**config.mk**
```make
export PLATFORM = sky130hd
export DESIGN_NAME = majorityVoter
export DESIGN_NICKNAME = d
export VERILOG_FILES = /design/src/verilog/dcachePkg.sv /design/src/verilog/majorityVoter.sv
export SDC_FILE = /design/constraint.sdc
export NUM_CORES = 1
export LEC_CHECK = 0
export ABC_AREA = 0
export BUFFER_PORTS_ARGS = -buffer_cell sky130_fd_sc_hd__buf_2
export CAP_MARGIN = 20
export CORE_MARGIN = 2
export CORE_UTILIZATION = 34
export DETAILED_ROUTE_END_ITERATION = 16
export GPL_TIMING_DRIVEN = 0
export PLACE_DENSITY_LB_ADDON = 0.12
export RECOVER_POWER = 25
export SYNTH_ARGS = -nofsm -noshare
export SYNTH_HDL_FRONTEND = slang
export SYNTH_SLANG_ARGS = --single-unit
```
**constraint.sdc**
```tcl
create_clock -name vclk -period 1.35
set_input_delay 0.135 -clock vclk [all_inputs]
set_output_delay 0.135 -clock vclk [all_outputs]
set_load 0.05 [all_outputs]
```
**src/verilog/dcachePkg.sv**
```systemverilog
`default_nettype none

// ====================
// shared constants for the voted data-cache memory
// ====================

package dcachePkg;

	// the store keeps three copies of every word so a two-of-three vote is possible
	localparam int numCopies = 3;

	// byte address where register space starts, memory words live below it
	localparam logic [15:0] regBase = 16'h2000;

	// register byte offsets on the APB bus
	localparam logic [15:0] regFaultSel = 16'h2000;
	localparam logic [15:0] regFaultMask = 16'h2004;
	localparam logic [15:0] regStatus = 16'h2008;

	// one scramble byte per copy, copy 0 in the lowest byte
	// each bank repeats its byte across the whole word
	localparam logic [numCopies-1:0][7:0] scrambleByte = {8'h55, 8'hAA, 8'h00};

endpackage

`default_nettype wire

```
**src/verilog/majorityVoter.sv**
```systemverilog
`timescale 1ns/1ps
`default_nettype none

// bitwise two-of-three vote over the descrambled copies
// purely combinational, the result is valid in the same cycle as the bank outputs
module majorityVoter import dcachePkg::*; #(
	parameter int DBW = 32
) (
	input wire logic [numCopies-1:0][DBW-1:0] copyData,
	output logic [DBW-1:0] voted,
	output logic mismatch
);

	logic [DBW-1:0] copyA;
	logic [DBW-1:0] copyB;
	logic [DBW-1:0] copyC;
	logic [DBW-1:0] diffAB;
	logic [DBW-1:0] diffAC;

	// name the copies so the vote reads like the textbook form
	assign copyA = copyData[0];
	assign copyB = copyData[1];
	assign copyC = copyData[2];

	// ====================
	// vote
	// ====================

	// a bit is set when at least two copies have it set
	assign voted = (copyA & copyB) | (copyA & copyC) | (copyB & copyC);

	// if A matches both B and C then all three agree
	// so two comparisons are enough to catch any disagreement
	assign diffAB = copyA ^ copyB;
	assign diffAC = copyA ^ copyC;

	assign mismatch = (|diffAB) || (|diffAC);

endmodule

`default_nettype wire

```
==> flow_summary.ini, run 1 <==
[outcome]
run_status = complete, but fails checks
violations = setup timing

[global_routing]
grt_max_degree = 3
met3_usage_pct = 2.11
grt.met2_usage_pct = 48.2
globalRoute.totalOverflow = 0
gr-usage-met1_pct = 20.2
first_global_vias = 1712
grt.total_usage_pct = 21.3
grt_pass1_wl_um = 7040
grt_most_used_layer = met2
antenna_found_initial = 0

[worst_hold_path]
hold_class = input pin to primary output
whs_path_depth = 3

[finish]
regArea_um2 = 0
drive_gt1_share_pct = 71.1
nClkBuffers = 0
num_antenna_cells = 0
synthToLayoutAreaGrowth_pct = 123
nets = 408
final_util_pct = 80.3
stdcell_count = 292
seq_cell_count = 0

[timing]
period_needed_ns = 1.77
fin_ws_ns = -0.418
finalCritPeriodShare_pct = 131
relSlewSlack_pct = 59.5
worst_pin_slew_ns = 0.611
fin_setup_tns_ns = -0.418
rsz0062_at_grt = yes
slew_viol_final = 0
finalSetupViolations = 1
hold_viol_final = 0
max_freq_ghz = 0.566

[power_and_ir_drop]
vdd_drop_max_uv = 287
p_sw_uw = 699
sw_frac_of_total_pct = 57.5
internal_power_uw = 516
p_leak_uw = 0.00125
power_density_mw_per_mm2 = 447
power_frac_comb_pct = 100.0
seq_power_share_pct = 0
p_clk_share_pct = 0

[detailed_routing]
routed_wl_um = 5110
ant_nets = 0
wl_per_cell_um = 17.5
viasPerCell = 5.58
vias = 1630
dr.pass1.iters = 4
drc_errors = 0
first_iter_violations = 23

[yosys]
synth_cells = 117
synth_cell_types = 6
synth_area_leaders = ha_1 (66%), a211o_1 (23%), nor4_1 (7.7%)
syn-cell-area_mm2 = 0.00122
ys_seq_area_share_pct = 0
syn_nets = 277
avgSynthCellArea_um2 = 10.4
yosys.area.top_type = ha_1
yosysWarnings = 0
netlist.area_leader.share_pct = 65.6

[setup_path]
cp.arrival_ns = 1.63
cp_data_required_time_ns = 1.22
worstPathMaxFanout = 2
critical_path_class = input pin to primary output
end_kind = primary output
start_kind = input pin

[floorplanning]
die_x_um = 63.9
start_util_pct = 36.0
die_h_um = 63.9
pin_count = 129
rows = 21
die_area_mm2 = 0.00408
core-area_mm2 = 0.00339

[placed_design]
port_buffers = 129
dp.cells = 292
place_ws_ns = -0.627
place_hpwl_um = 3620
place.gp.congestion = 0.765

[flow_run]
maxCapViolCount = 0

[clock_tree]
post-cts-setup-buffer-count = 0
==> worst max-delay path, cell delays in order <==
cell	delay [ns]
buf_2	0.13
ha_1	0.36
nor4_4	0.16
nand4_1	0.16
or4_4	0.52
buf_8	0.17
==> kinds of logic (layout without fill, tap and decap cells) <==
kind of cell	count (synthesis)	in the layout	synth area share [%]
buf+inv	0	129	0
compound gates	32	32	23.0
simple gates	21	21	11.4
fa+ha+maj	64	64	65.6
==> stage by stage <==
step | hold slack [ns] | instance area (um2) | power [uW]
6_report | 0.708 | 2720 | 1220
2_1_floorplan | 0.644 | 1510 | 552
4_1_cts | 0.706 | 2560 | 1110
5_1_grt | 0.729 | 2720 | 1300
3_5_place_dp | 0.707 | 2210 | 917
3_3_place_gp | 0.708 | 2210 | 906
==> power groups by stage <==
| stage | Clock [uW] | Combinational [uW] | Sequential, uW |
|---|---|---|---|
| 6_report | 0 | 1220 | 0 |
| 5_1_grt | 0 | 1300 | 0 |
| 4_1_cts | 0 | 1110 | 0 |
| 3_5_place_dp | 0 | 917 | 0 |
| 3_3_place_gp | 0 | 906 | 0 |
| 2_1_floorplan | 0 | 552 | 0 |
==> what timing repair did <==
item,in CTS,in global routing
endpoints found under the setup margin,1,1
gates resized for setup,50,36
hold buffers,0,0
pin swaps,25,22
gates cloned,0,0
==> layer usage <==
metal	share of wire, %	wire, um	vias up
met2	56	2880	77
met5	0	0	-
met3	6.3	323	12
met4	2.4	120	0
li1	-	-	784
met1	35	1780	757
==> worst paths after layout <==
path | start | end | slack (ns)
worst min-delay path | copyData[53] | voted[21] | 0.71
worst max-delay path | copyData[15] | mismatch | -0.42
==> area by class of cell <==
cell class | count | area (um2)
well taps | 46 | 57.6
fillers | 208 | 669
repair buffers | 129 | 777
multi-input cells | 117 | 1890
==> layout by cell type, fill, tap and decap left out <==
master    netlist  routed
ha_4            0      38
ha_1           64      26
or4_4           0       1
nor4_4          0      12
nor4_1         15       2
buf_2           0      95
clkbuf_1        0       7
a211o_1        32      32
nor4_2          1       2
buf_4           0       7
buf_8           0       1
clkbuf_2        0       1
buf_6           0      18
nand4_1         4       4
==> cell usage after synthesis <==
cell     instances
ha_1            64
or4_1            1
a211o_1         32
nor4_2           1
nand4_1          4
nor4_1          15
(Power assumes the default switching activity.)
==> run 2: changes to the inputs <==
--- a/config.mk
+++ b/config.mk
@@ -6,11 +6,11 @@
 export NUM_CORES = 1
 export LEC_CHECK = 0
 export ABC_AREA = 0
-export BUFFER_PORTS_ARGS = -buffer_cell sky130_fd_sc_hd__buf_2
 export CAP_MARGIN = 20
-export CORE_MARGIN = 2
-export CORE_UTILIZATION = 34
+export CORE_AREA = 2 2 50 52
 export DETAILED_ROUTE_END_ITERATION = 16
+export DIE_AREA = 0 0 52 54
+export DONT_BUFFER_PORTS = 1
 export GPL_TIMING_DRIVEN = 0
 export PLACE_DENSITY_LB_ADDON = 0.12
 export RECOVER_POWER = 25
==> run 2 against run 1 <==
The run still ends with setup timing left. Global-route usage rose by 5.3 points. Count of clock-buffer cells in the layout did not move. Core utilization rose by 1.5 points. Critical path depth down 2. Non-clock buffer count is 129 lower. Setup slack improved by 0.16 ns. First-iteration DRC count is 48% lower. Highest routed layer unchanged. Sequential share of layout area did not move. Largest power group unchanged. Cell area is 30% lower. Cell count decreased by 50%. Combinational power shrank 30%.
==> flow_summary.ini, run 2 (synthesis gave the netlist of run 1 again) <==
[timing]
hold_viol_final = 0
finalSetupViolations = 1
max_freq_ghz = 0.622
fin_ws_ns = -0.257
finalCritPeriodShare_pct = 119
relSlewSlack_pct = 68.3
rsz0062_at_grt = yes
slew_viol_final = 0
fin_setup_tns_ns = -0.257
worst_pin_slew_ns = 0.476
period_needed_ns = 1.61

[power_and_ir_drop]
vdd_drop_max_uv = 362
seq_power_share_pct = 0
power_frac_comb_pct = 100.0
power_density_mw_per_mm2 = 449
p_sw_uw = 524
p_clk_share_pct = 0
sw_frac_of_total_pct = 61.6
internal_power_uw = 327
p_leak_uw = 0.000713

[detailed_routing]
viasPerCell = 7.93
wl_met1_um = 1110
ant_nets = 0
routed_wl_um = 4180
met3WireLength_um = 526
wl_met2_um = 2420
vias = 1166
wl_per_cell_um = 28.5
first_iter_violations = 12
drc_errors = 0
dr.pass1.iters = 4
dr.max_layer_used = met4

[finish]
final_util_pct = 81.8
num_antenna_cells = 0
drive_gt1_share_pct = 46.2
synthToLayoutAreaGrowth_pct = 55.5
regArea_um2 = 0
most-common-layout-cells = ha_4 (37), a211o_1 (32), ha_1 (27)
seq_cell_count = 0
nets = 279
final_common_cell = ha_4
nClkBuffers = 0

[floorplanning]
core-area_mm2 = 0.00232
die_area_mm2 = 0.00281
rows = 18
die_h_um = 54
pin_count = 129
start_util_pct = 52.6
die_x_um = 52

[global_routing]
first_global_vias = 1414
grt_pass1_wl_um = 5660
antenna_found_initial = 0
grt_max_degree = 3
grt.total_usage_pct = 26.6
globalRoute.totalOverflow = 0

[setup_path]
cp.arrival_ns = 1.47
cp_data_required_time_ns = 1.22
critical_path_class = input pin to primary output
worstPathMaxFanout = 2
end_kind = primary output
start_kind = input pin

[outcome]
run_status = complete, but fails checks
violations = setup timing

[placed_design]
port_buffers = 0
place_hpwl_um = 3210
place.gp.congestion = 0.753

[worst_hold_path]
hold_start = copyData[55]
holdPathEnd = voted[23]
whs_path_depth = 1
hold_class = input pin to primary output

[clock_tree]
cts-hold-fix-buffers = 0

[flow_run]
maxCapViolCount = 0
-- run 2: cell types whose count changed in the layout (fill, tap and decap cells not counted), moves of 2 or more --
cell,change
nor4_1,-2
buf_6,-18
nor4_4,-3
nor4_2,+5
buf_4,-7
clkbuf_1,-7
buf_2,-95
-- run 2: power groups by stage --
stage	logic (uW)	registers, uW	clock network [uW]
after floorplan	552	0	0
after global placement	618	0	0
after detailed placement	639	0	0
after CTS	764	0	0
after global routing	913	0	0
final	851	0	0
-- run 2: what timing repair did --
action,CTS,global route
setup buffers,0,0
pin swaps,12,7
resized for setup,28,10
endpoints found under the setup margin,1,1
gates cloned,0,0
-- run 2: layer usage --
metal / global-route usage [%] / up-vias
met5: 0 / -
met1: 20.1 / 532
met4: 8.77 / 0
met3: 11.1 / 15
met2: 58.0 / 94
li1: - / 525
-- run 2: final cells by class --
type / instances / area (um2)
fillers: 129 / 423
multi-input cells: 117 / 1860
well taps: 30 / 37.5
-- run 2: how the worst max path moves through the flow --
stage	start	end	slack (ns)	depth (start not counted)
final	copyData[24]	mismatch	-0.26	4
after detailed placement	copyData[30]	mismatch	-0.36	4
after global placement	copyData[30]	mismatch	-0.36	4
after CTS	copyData[29]	mismatch	-0.21	4
after floorplan	copyData[29]	mismatch	-0.14	4
after global routing	copyData[24]	mismatch	-0.26	4
-- run 2: through the flow --
| stage | total power (uW) | cells | area, um2 | hold slack, ns | setup slack [ns] |
|---|---|---|---|---|---|
| after floorplan | 552 | 117 | 1510 | 0.644 | -0.140 |
| after global placement | 618 | 147 | 1550 | 0.649 | -0.361 |
| after detailed placement | 639 | 147 | 1550 | 0.649 | -0.358 |
| after CTS | 764 | 147 | 1810 | 0.649 | -0.206 |
| after global routing | 913 | 147 | 1900 | 0.652 | -0.256 |
| final | 851 | 147 | 1900 | 0.646 | -0.257 |
-- run 2: worst max-delay path, stage by stage --
cell     delay [ns]
ha_4           0.23
nor4_4         0.32
nand4_1        0.16
or4_4          0.62
==> run 3: changes to the inputs <==
--- a/config.mk
+++ b/config.mk
@@ -7,13 +7,13 @@
 export LEC_CHECK = 0
 export ABC_AREA = 0
 export CAP_MARGIN = 20
-export CORE_AREA = 2 2 50 52
+export CORE_ASPECT_RATIO = 0.7
+export CORE_MARGIN = 2
+export CORE_UTILIZATION = 60
 export DETAILED_ROUTE_END_ITERATION = 16
-export DIE_AREA = 0 0 52 54
 export DONT_BUFFER_PORTS = 1
 export GPL_TIMING_DRIVEN = 0
 export PLACE_DENSITY_LB_ADDON = 0.12
-export RECOVER_POWER = 25
 export SYNTH_ARGS = -nofsm -noshare
 export SYNTH_HDL_FRONTEND = slang
 export SYNTH_SLANG_ARGS = --single-unit
==> constraint.sdc (replaced) <==
create_clock -name vclk -period 1.8
set_input_delay 0.18 -clock vclk [all_inputs]
set_output_delay 0.18 -clock vclk [all_outputs]
set_load 0.05 [all_outputs]
==> run 3 against run 2 <==
First-iteration DRC count decreased by 33%. Hold slack improved by 0.090 ns. Power shrank 44%. The flow still finishes with violations (setup timing). Core utilization shrank 13 points. Largest cell class unchanged. Non-clock buffer count stayed put. Via count fell by 7.4%. Critical endpoint unchanged. Critical path depth unchanged. Combinational power fell by 44%. Count of clock-buffer cells in the layout unchanged. Sequential share of layout area stayed put.
==> flow_summary.ini, run 3 (synthesis gave the netlist of run 1 again) <==
[outcome]
run_status = complete, but fails checks
violations = setup timing

[setup_path]
cpPeakStageDelay_ns = 0.65
cp_slowest_cell = or4_4
path_buf_inv = 0
critical_path_class = input pin to primary output
crit_chain = ha_1, nor4_4, nand4_1, or4_4
cp-startpoint = copyData[17]
cp_data_required_time_ns = 1.62
end_kind = primary output
start_kind = input pin
cp.arrival_ns = 1.62
cpLargestDelayFamily = simple AND/OR/NAND/NOR gates
worstPathMaxFanout = 2

[placed_design]
place.gp.congestion = 0.723
dp.cells = 139
placed_cell_area_mm2 = 0.00125
port_buffers = 0
place_ws_ns = -0.179
place_hpwl_um = 2860

[global_routing]
antenna_found_initial = 0
grt_max_degree = 3
globalRoute.totalOverflow = 0
grt_pass1_wl_um = 4850
grt.total_usage_pct = 24.3
first_global_vias = 1181

[detailed_routing]
first_iter_violations = 8
routed_wl_um = 3160
vias = 1080
viasPerCell = 7.77
wl_per_cell_um = 22.7
drc_errors = 0
dr.pass1.iters = 3
ant_nets = 0

[timing]
period_needed_ns = 1.80
slew_viol_final = 0
hold_viol_final = 0
finalCritPeriodShare_pct = 100
relSlewSlack_pct = 69.6
fin_ws_ns = -0.00251
finalSetupViolations = 1
max_freq_ghz = 0.555
worst_pin_slew_ns = 0.457
fin_setup_tns_ns = -0.00251

[flow_run]
maxCapViolCount = 0

[finish]
num_antenna_cells = 0
regArea_um2 = 0
fin_area_mm2 = 0.00130
nClkBuffers = 0
final_common_cell = ha_1
drive_gt1_share_pct = 6.84
n_fill_cell = 148
most-common-layout-cells = ha_1 (64), a211o_1 (32), nor4_1 (9)
final_util_pct = 68.8
seq_cell_count = 0
synthToLayoutAreaGrowth_pct = 6.36
nets = 279
stdcell_count = 139

[floorplanning]
rows = 13
die_x_um = 57.9
die_h_um = 41.7
pin_count = 129
core-area_mm2 = 0.00189
start_util_pct = 64.7
die_area_mm2 = 0.00242

[clock_tree]
post-cts-setup-buffer-count = 0

[worst_hold_path]
holdPathEnd = voted[24]
hold_class = input pin to primary output
whs_path_depth = 1
hold_start = copyData[56]

[power_and_ir_drop]
power_density_mw_per_mm2 = 368
p_leak_uw = 0.000696
vdd_drop_max_uv = 236
[run 3: cell counts in the layout (fill, tap and decap cells not counted)]
No cell type changed its count.
[run 3: final cells by class]
class	instances	area [um2]	area share, %
tap	22	27.5	2.12
multi-input combinational	117	1270	97.9
[run 3: metrics by stage]
stage | hold slack, ns | power (uW)
global placement | 0.739 | 440
global route | 0.740 | 516
CTS | 0.737 | 457
floorplan | 0.734 | 398
detailed placement | 0.737 | 449
finish | 0.736 | 477
[run 3: report_power, final]
part | internal, uW | switching (uW) | total (uW)
clock network | 0 | 0 | 0
registers | 0 | 0 | 0
logic | 136 | 342 | 477
total | 136 | 342 | 477
[run 3: timing repair]
| item | CTS | global route |
|---|---|---|
| gates cloned | 0 | 0 |
| endpoints found under the setup margin | 1 | 1 |
| hold buffers | 0 | 0 |
| pin swaps | 0 | 2 |
| gates resized for setup | 2 | 6 |
| hold endpoints to repair | 0 | 0 |
[run 3: metal layers]
layer  share of wire, %  GRT usage [%]  wire [um]
met1                 34           26.0       1070
met2                 56           49.3       1760
met3                9.6           4.67        304
met4               0.44           2.79         14
met5                  0              0          0
[run 3: worst max-delay path by stage]
stage / endpoint / cells past startpoint
after floorplan: mismatch / 4
after global placement: mismatch / 4
after detailed placement: mismatch / 4
after CTS: mismatch / 4
after global routing: mismatch / 4
final: mismatch / 4
