<file path="src/verilog/dcachePkg.sv">
`default_nettype none

// ====================
// shared constants for the voted data-cache memory
// ====================

package dcachePkg;

	// the store keeps three copies of every word so a two-of-three vote is possible
	localparam int numCopies = 3;

	// byte address where register space starts, memory words live below it
	localparam logic [15:0] regBase = 16'h2000;

	// register byte offsets on the APB bus
	localparam logic [15:0] regFaultSel = 16'h2000;
	localparam logic [15:0] regFaultMask = 16'h2004;
	localparam logic [15:0] regStatus = 16'h2008;

	// one scramble byte per copy, copy 0 in the lowest byte
	// each bank repeats its byte across the whole word
	localparam logic [numCopies-1:0][7:0] scrambleByte = {8'h55, 8'hAA, 8'h00};

endpackage

`default_nettype wire

</file>
<file path="src/verilog/ramPortIf.sv">
`timescale 1ns/1ps
`default_nettype none

// shared RAM port between the APB controller and the storage banks
// every bank sees the same write and read request at the same time
interface ramPortIf #(
	parameter int DBW = 32,
	parameter int AW = 11
);

	// write side, one strobe per byte lane
	logic we;
	logic [DBW/8-1:0] sel;
	logic [AW-1:0] wa;
	logic [DBW-1:0] wd;

	// read side, the banks register ra when re is high
	logic re;
	logic [AW-1:0] ra;

	// the controller is the only driver of the port
	modport ctrl (output we, output sel, output wa, output wd, output re, output ra);

	// each bank only listens
	modport bank (input we, input sel, input wa, input wd, input re, input ra);

endinterface

`default_nettype wire

</file>
<file path="src/verilog/apbMemCtrl.sv">
`timescale 1ns/1ps
`default_nettype none

// APB slave in front of the voted memory
// decodes memory against register space and runs the read wait state
module apbMemCtrl import dcachePkg::*; #(
	parameter int DBW = 32,
	parameter int AW = 11
) (
	input wire logic rclk,
	input wire logic rstN,
	input wire logic psel,
	input wire logic penable,
	input wire logic pwrite,
	input wire logic [15:0] paddr,
	input wire logic [DBW-1:0] pwdata,
	input wire logic [DBW/8-1:0] pstrb,
	input wire logic [DBW-1:0] voted,
	input wire logic mismatch,
	output logic [DBW-1:0] prdata,
	output logic pready,
	output logic pslverr,
	output logic [numCopies-1:0] faultEn,
	output logic [DBW-1:0] faultMask,
	ramPortIf.ctrl ram
);

	// first byte address past the last register
	localparam logic [15:0] regTop = regStatus + 16'd4;

	typedef enum logic {idle, readWait} stateT;

	stateT state;
	logic rdMem;
	logic [15:0] statusCnt;
	logic [DBW-1:0] regRdata;
	logic setupPhase;
	logic isMem;
	logic isUnmapped;
	logic isReg;

	// ====================
	// address decode
	// ====================

	// a new transfer is only accepted while nothing else is in flight
	assign setupPhase = psel && !penable && (state == idle) && !pready;

	assign isMem = paddr < regBase;
	assign isUnmapped = paddr >= regTop;
	assign isReg = !isMem && !isUnmapped;

	// memory reads return the voted word, everything else the captured register value
	assign prdata = rdMem ? voted : regRdata;

	// ====================
	// phase control
	// ====================

	always_ff @(posedge rclk) begin
		if (!rstN) begin
			state <= idle;
			pready <= 1'b0;
			pslverr <= 1'b0;
			rdMem <= 1'b0;
			ram.we <= 1'b0;
			ram.re <= 1'b0;
			faultEn <= '0;
			faultMask <= '0;
			statusCnt <= '0;
		end else begin
			// we and re are single-cycle pulses
			ram.we <= 1'b0;
			ram.re <= 1'b0;
			case (state)
				idle: begin
					if (pready) begin
						// this edge closes the access cycle that carried pready
						pready <= 1'b0;
						pslverr <= 1'b0;
						rdMem <= 1'b0;
						// only completed memory reads are counted, saturating at all ones
						if (rdMem && mismatch && (statusCnt != 16'hFFFF)) begin
							statusCnt <= statusCnt + 16'd1;
						end
						if (pwrite && isReg) begin
							if (paddr[15:2] == regFaultSel[15:2]) begin
								faultEn <= pwdata[numCopies-1:0];
							end
							if (paddr[15:2] == regFaultMask[15:2]) begin
								faultMask <= pwdata;
							end
							// any write to the status register clears the count
							if (paddr[15:2] == regStatus[15:2]) begin
								statusCnt <= '0;
							end
						end
					end else if (setupPhase) begin
						if (isMem && !pwrite) begin
							// read needs one extra cycle for the bank address register
							state <= readWait;
							ram.re <= 1'b1;
						end else begin
							// writes, register accesses and errors finish in one access cycle
							pready <= 1'b1;
							pslverr <= isUnmapped;
							ram.we <= isMem && pwrite;
						end
					end
				end
				readWait: begin
					// the banks register the address at the end of this cycle
					state <= idle;
					pready <= 1'b1;
					rdMem <= 1'b1;
				end
				default: begin
					state <= idle;
				end
			endcase
		end
	end

	// ====================
	// request payload
	// ====================

	// address, data and register read value are sampled at the setup edge
	always_ff @(posedge rclk) begin
		if (setupPhase) begin
			ram.wa <= paddr[AW+1:2];
			ram.ra <= paddr[AW+1:2];
			ram.wd <= pwdata;
			ram.sel <= pstrb;
			if (paddr[15:2] == regFaultSel[15:2]) begin
				regRdata <= {{(DBW-numCopies){1'b0}}, faultEn};
			end else if (paddr[15:2] == regFaultMask[15:2]) begin
				regRdata <= faultMask;
			end else if (paddr[15:2] == regStatus[15:2]) begin
				regRdata <= {{(DBW-16){1'b0}}, statusCnt};
			end else begin
				regRdata <= '0;
			end
		end
	end

endmodule

`default_nettype wire

</file>
<file path="src/flat_wrapper.sv">
// flat-port wrapper written by rule: the top's interface ports become plain ports
module apbMemCtrl_flat import dcachePkg::*;
#(
	parameter int DBW = 32,
	parameter int AW = 11
)
  (rclk, rstN, psel, penable, pwrite, paddr, pwdata, pstrb, voted, mismatch, prdata, pready, pslverr, faultEn, faultMask, ram_we, ram_sel, ram_wa, ram_wd, ram_re, ram_ra);
  ramPortIf #(.DBW(DBW), .AW(AW)) ram_i ();
  input wire logic rclk;
  input wire logic rstN;
  input wire logic psel;
  input wire logic penable;
  input wire logic pwrite;
  input wire logic [15:0] paddr;
  input wire logic [DBW-1:0] pwdata;
  input wire logic [DBW/8-1:0] pstrb;
  input wire logic [DBW-1:0] voted;
  input wire logic mismatch;
  output logic [DBW-1:0] prdata;
  output logic pready;
  output logic pslverr;
  output logic [numCopies-1:0] faultEn;
  output logic [DBW-1:0] faultMask;
  output wire logic [$bits(ram_i.we)-1:0] ram_we;
  output wire logic [$bits(ram_i.sel)-1:0] ram_sel;
  output wire logic [$bits(ram_i.wa)-1:0] ram_wa;
  output wire logic [$bits(ram_i.wd)-1:0] ram_wd;
  output wire logic [$bits(ram_i.re)-1:0] ram_re;
  output wire logic [$bits(ram_i.ra)-1:0] ram_ra;
  assign ram_we = ram_i.we;
  assign ram_sel = ram_i.sel;
  assign ram_wa = ram_i.wa;
  assign ram_wd = ram_i.wd;
  assign ram_re = ram_i.re;
  assign ram_ra = ram_i.ra;
  apbMemCtrl #(.DBW(DBW), .AW(AW)) u_core (.rclk(rclk), .rstN(rstN), .psel(psel), .penable(penable), .pwrite(pwrite), .paddr(paddr), .pwdata(pwdata), .pstrb(pstrb), .voted(voted), .mismatch(mismatch), .prdata(prdata), .pready(pready), .pslverr(pslverr), .faultEn(faultEn), .faultMask(faultMask), .ram(ram_i));
endmodule
</file>
<file path="config.mk">
export PLATFORM = sky130hd
export DESIGN_NAME = apbMemCtrl_flat
export DESIGN_NICKNAME = d
export VERILOG_FILES = /design/src/verilog/dcachePkg.sv /design/src/verilog/ramPortIf.sv /design/src/verilog/apbMemCtrl.sv /design/src/flat_wrapper.sv
export SDC_FILE = /design/constraint.sdc
export NUM_CORES = 1
export LEC_CHECK = 0
export BUFFER_PORTS_ARGS = -buffer_cell sky130_fd_sc_hd__buf_2
export CORE_ASPECT_RATIO = 1.75
export CORE_MARGIN = 5
export CORE_UTILIZATION = 45
export DETAILED_ROUTE_END_ITERATION = 10
export HOLD_SLACK_MARGIN = 0.05
export PLACE_DENSITY = 0.82
export SLEW_MARGIN = 20
export SYNTH_ARGS = -nofsm -noshare
export SYNTH_HDL_FRONTEND = slang
export SYNTH_SLANG_ARGS = --single-unit
</file>
<file path="constraint.sdc">
create_clock -name rclk -period 11 [get_ports rclk]
set_input_delay 1.1 -clock rclk [delete_from_list [all_inputs] [get_ports rclk]]
set_output_delay 1.1 -clock rclk [all_outputs]
set_load 0.05 [all_outputs]
</file>
==> results of run 1 <==
## final cells by class
type,instances,area share
antenna,1,0.000329
clock buffer,19,0.0568
inverter,7,0.00345
clock inverter,13,0.0255
sequential,135,0.459
multi-input combinational,300,0.277
tap,171,0.0281
timing repair buffer,224,0.150
## Yosys cell counts, types with 4 or more instances
master	number
edfxtp_1	79
dfxtp_1	56
a21oi_1	53
nand4_1	39
o31ai_1	36
clkbuf_1	33
mux2_2	33
and3_1	18
a22o_1	13
buf_4	13
nand2_1	13
nand3_1	13
nor2_1	13
o21ai_0	8
inv_1	7
mux2i_1	7
or3_1	6
or4_1	6
a311o_1	4
o211ai_1	4
## registers in the layout, summed over array words and instances (netlist names), 3 cells and up
name	cells
u_core.regRdata	32
u_core.ram.wd	32
u_core.ram.wa	11
u_core.faultEn	3
u_core.faultMask	32
u_core.statusCnt	16
u_core.ram.sel	4
## tightest hold or removal path: cells and delay by family, from the launching register on
family	cells	cell delay, ns
AOI/OAI and AO/OA	2	0.12
DFF	1	0.31
## cell usage in the layout (no fill, tap or decap), drive strengths merged, types with 4 or more instances in the layout
cell type / count
buf: 224
edfxtp: 79
dfxtp: 56
a21oi: 53
nand4: 39
o31ai: 36
mux2: 33
clkbuf: 19
and3: 18
nor2: 14
nand2: 13
nand3: 13
a22o: 13
inv: 12
o21ai: 9
mux2i: 7
or4: 7
or3: 6
nor4: 5
o211ai: 4
a311o: 4
bufinv: 4
## layer usage
layer	part of all wire	up-vias
li1	-	2317
met4	0.037	0
met1	0.34	2416
met5	0	-
met2	0.55	234
met3	0.068	51
## per-stage QoR
| step | instances | setup slack [ns] | cell area [µm²] |
|---|---|---|---|
| final | 870 | 7.96 | 7620 |
| after global routing | 870 | 7.81 | 7620 |
| after CTS | 869 | 7.97 | 7610 |
| after detailed placement | 837 | 7.58 | 6990 |
| after global placement | 837 | 7.58 | 6990 |
| after floorplan | 495 | 4.45 | 5880 |
## where the power goes
group / internal [µW] / switching [µW] / total, µW
clock: 383 / 220 / 603
sequential: 548 / 3.88 / 551
combinational: 26.6 / 81.3 / 108
total: 958 / 305 / 1260
## path summary, 6_finish.rpt
check,end,slack (ns),depth (start not counted)
setup / recovery,u_core.regRdata[4]$_SDFFCE_PP0P_,7.96,6
hold / removal,u_core.faultMask[21]$_SDFFE_PN0P_,0.48,2
setup reg to reg,u_core.statusCnt[1]$_SDFFE_PN0P_,8.82,5
hold reg to reg,u_core.faultMask[21]$_SDFFE_PN0P_,0.48,2
## logic make-up after synthesis
| logic type | Yosys count | share of synthesized area |
|---|---|---|
| flip-flops | 135 | 0.595 |
| adder cells (fa/ha/maj) | 1 | 0.00213 |
| multiplexers | 40 | 0.0752 |
| AO/OA/AOI/OAI | 125 | 0.139 |
| AND/OR/NAND/NOR | 134 | 0.138 |
| buffers and inverters | 60 | 0.0511 |
==> out/qor.csv, run 1 <==
metric,value,unit
Congestion Overflow GR,0,
Mapped Cells,495,
post-CTS setup buffer count,0,
Core Footprint,12900,µm²
Die Ht,161,µm
minimum clock period,3.04,ns
Final Setup Violations,0,
Final Hold Fails,0,
number of DRC markers in iteration 0,478,
FF+latch area,3490,µm²
Hold Crit Class,register to register,
RSZ-0062 raised after global routing,no,
P per Cell Area,166,nW/µm²
Avg WL per Cell,19.9,µm
first-pass GRT wire length,26100,µm
Netlist cell types,47,
Clock Skew,0.0113,ns
Netlist Area Pre-Place,5880,µm²
"Warnings, synthesis",0,
CP peak stage delay,0.64,ns
gr busiest metal,met2,
fin crit share,0.277,
most used cell along the critical path,or4_1,
met3 Use GR,0.0494,
Final Core Density,0.592,
CP max FO,34,
vias in the first global route,5141,
setup tns final,0,ns
vias,5018,
largest net degree at the start of global routing,83,
Multi-input gate area,2110,µm²
Crit path arrival time,3.31,ns
min-delay src,u_core.faultMask[21]$_SDFFE_PN0P_,
H-Tree Depth,4,
CP endpoint kind,register,
Bufs on Longest Clock Path,2,
FILL cells,1025,
total power,1260,µW
All-Layer GR Usage,0.218,
"EDFF count, synth",79,
max-cap violation count,0,
# IOs,219,
Max Clock Freq,0.328,GHz
detailed placement HPWL,12100,µm
Synth Flop Type,edfxtp_1,
post-cts resize count,0,
slowest CP cell,or4_1,
Routed Antenna Nets,0,
clock-pin slew on the worst setup and hold paths,0.06,ns
# port buffers,216,
"delay-heaviest family, CP",simple AND/OR/NAND/NOR gates,
# clock sinks,135,
"area leader, netlist",edfxtp_1,
hold_ws,0.481,ns
"top cells by area, synth","edfxtp_1 40%, dfxtp_1 19%, mux2_2 6.3%",
share of layout cells above drive strength 1,0.426,
Worst Path Buf+Inv,2,
Die Wd,96.4,µm
met1 Usage GRT,0.222,
Crit Path Category,primary input to register,
hold_buf cts,0,
Mapped Nets,586,
Syn Area/Cell,11.9,µm²
Worst slew margin,0.303,
total die area,15500,µm²
sequential area share after synthesis,0.595,
RR Startpoint,u_core.statusCnt[1]$_SDFFE_PN0P_,
CTS buffer count,17,
fraction of registers with async set/reset,0,
crit path launch,paddr[4],
"Req. time, crit path",11.27,ns
Placer Congestion,0.898,
met2 Use GR,0.395,
CTS Root Buffer Type,clkbuf_16,
status,"complete, no violations",
Area Growth Syn to Fin,29.6,%
final net count,776,
DRC,0,
Synth Register Bits,135,
startpoint type of the worst setup path,primary input,
Yosys top cell area share,0.404,
CTS tree,built,
Worst-Margin Slew,1.05,ns
Peak VDD IR,0.0942,mV
Clock Latency Late Sink,0.41,ns
vias per cell,5.77,
num rows,55,
initial antenna violation count,1,
Routed WL,17300,µm
crit-path cells,"buf_2, or4_1, or4_1, buf_4, nor2_2, a22o_1",
Starting Density,0.457,
leak pwr,0.00300,µW
Slew Limit Fails,0,
drt first pass iters,6,
Power figures use the tool's default switching activity.
==> inputs of run 2 (changes only) <==
Clock period 11 ns to 2.8 ns, I/O delays scaled along.
==> out/qor.csv, run 2 (synthesized netlist as in run 1, its figures left out) <==
metric,value,unit
status,"complete, no violations",
net switching power,1240,µW
Crit path arrival time,2.95,ns
slowest CP cell,or4_1,
Placer Congestion,0.918,
H-Tree Depth,4,
share of layout cells above drive strength 1,0.426,
initial antenna violation count,0,
Routed WL,17800,µm
total die area,15500,µm²
placed cells,844,
flop2flop setup slack,0.91,ns
post-route insts no fill,894,
largest net degree at the start of global routing,50,
Die Wd,96.4,µm
fin crit share,0.961,
post-cts resize count,0,
drt first pass iters,5,
FILL cells,1034,
combinational share of power,0.096,
Max Clock Freq,0.372,GHz
max-cap violation count,0,
Seq pwr share,0.462,
ANT cells,0,
Internal,3450,µW
number of DRC markers in iteration 0,378,
CP peak stage delay,0.72,ns
detailed placement HPWL,12900,µm
P per Cell Area,602,nW/µm²
RSZ-0062 raised after global routing,no,
Final Setup Violations,0,
num rows,55,
Area after DPL,7050,µm²
Core Footprint,12900,µm²
Congestion Overflow GR,0,
Crit Path Category,primary input to register,
Final Hold Fails,0,
"Req. time, crit path",3.06,ns
CP max FO,12,
Slew Limit Fails,0,
CTS buffer count,17,
vias,5144,
Clk pwr share,0.442,
Worst-Margin Slew,0.791,ns
startpoint type of the worst setup path,primary input,
"commonest non-fill, non-tap cell in the layout",buf_2,
vias in the first global route,5031,
Avg WL per Cell,19.9,µm
first-pass GRT wire length,26600,µm
FF+latch area,3500,µm²
Clock Skew,0.00718,ns
Routed Antenna Nets,0,
Final Instance Area,7780,µm²
Area Growth Syn to Fin,32.4,%
DRC,0,
leak pwr,0.00306,µW
vias per cell,5.75,
# clock sinks,135,
crit-path cells,"dlygate4sd3_1, buf_2, or4_4, or4_1, buf_4, o31ai_1, a21oi_1",
Hold Crit Class,primary input to register,
Starting Density,0.457,
WHS Path Cells,1,
Bufs on Longest Clock Path,2,
Clock Latency Late Sink,0.41,ns
All-Layer GR Usage,0.223,
CTS tree,built,
Regs by FF count,"u_core.faultMask (32), u_core.ram.wd (32), u_core.regRdata (32)",
CTS Root Buffer Type,clkbuf_16,
Multi-input gate area,2110,µm²
Worst R2R Path Depth,4,
minimum clock period,2.69,ns
Die Ht,161,µm
Peak VDD IR,0.374,mV
final net count,801,
# IOs,219,
Worst slew margin,0.472,
# port buffers,216,
hold_ws,0.0645,ns
sw frac,0.264,
CP endpoint kind,register,
clock-pin slew on the worst setup and hold paths,0.06,ns
most frequent cells in the layout,"216 x buf_2, 79 x edfxtp_1, 54 x dfxtp_1",
## run 2: cell types whose count changed in the layout (fill, tap and decap cells not counted), sizes merged, moves of 2 or more
cell,before,now
dlygate4sd3,0,18
clkinvlp,1,7
bufinv,4,0
buf,224,231
clkinv,3,1
## run 2: critical path: cells and delay by family
| kind | cells | cell delay [ns] |
|---|---|---|
| buffers and inverters | 3 | 0.96 |
| AO/OA/AOI/OAI | 2 | 0.41 |
| AND/OR/NAND/NOR | 2 | 1.29 |
## run 2: power groups by stage
stage / Sequential [µW] / Combinational (µW) / Clock (µW)
2_1_floorplan: 2320 / 173 / 0
3_3_place_gp: 2200 / 419 / 0
3_5_place_dp: 2210 / 427 / 0
4_1_cts: 2170 / 445 / 2090
5_1_grt: 2170 / 469 / 2210
6_report: 2170 / 449 / 2070
## run 2: cell type report
class | count | area share
clock inverters | 14 | 0.0150
clock buffers | 18 | 0.0564
flip-flops and latches | 135 | 0.450
inverters | 7 | 0.00338
multi-input cells | 300 | 0.272
well taps | 171 | 0.0275
repair buffers | 249 | 0.177
## run 2: path summary, 6_finish.rpt
check	start	end
max	paddr[8]	u_core.faultMask[1]$_SDFFE_PN0P_
min reg2reg	u_core.faultMask[19]$_SDFFE_PN0P_	u_core.faultMask[19]$_SDFFE_PN0P_
min	pwdata[29]	u_core.ram.wd[29]$_DFFE_PP_
max reg2reg	u_core.statusCnt[5]$_SDFFE_PN0P_	u_core.statusCnt[10]$_SDFFE_PN0P_
## run 2: what timing repair did
item | CTS | global route
hold buffers | 15 | 3
buffers inserted | 0 | 0
endpoints found under the hold margin | 15 | 3
## run 2: per-stage QoR
| step | power, µW | setup WS (ns) | util | setup TNS, ns |
|---|---|---|---|---|
| after floorplan | 2490 | -1.01 | - | -61.16 |
| final | 4690 | 0.109 | 0.605 | 0 |
| after global placement | 2620 | 0.318 | 0.547 | 0 |
| after detailed placement | 2640 | 0.247 | 0.547 | 0 |
| after CTS | 4700 | 0.142 | 0.602 | 0 |
| after global routing | 4850 | 0.0324 | 0.605 | 0 |
## run 2: per-layer routing
| metal | GRT usage | wire [µm] | vias to the layer above |
|---|---|---|---|
| met5 | 0 | 0 | - |
| met4 | 0.101 | 526 | 0 |
| met3 | 0.0527 | 1210 | 43 |
| met2 | 0.409 | 9810 | 243 |
| met1 | 0.232 | 6220 | 2487 |
| li1 | - | - | 2371 |
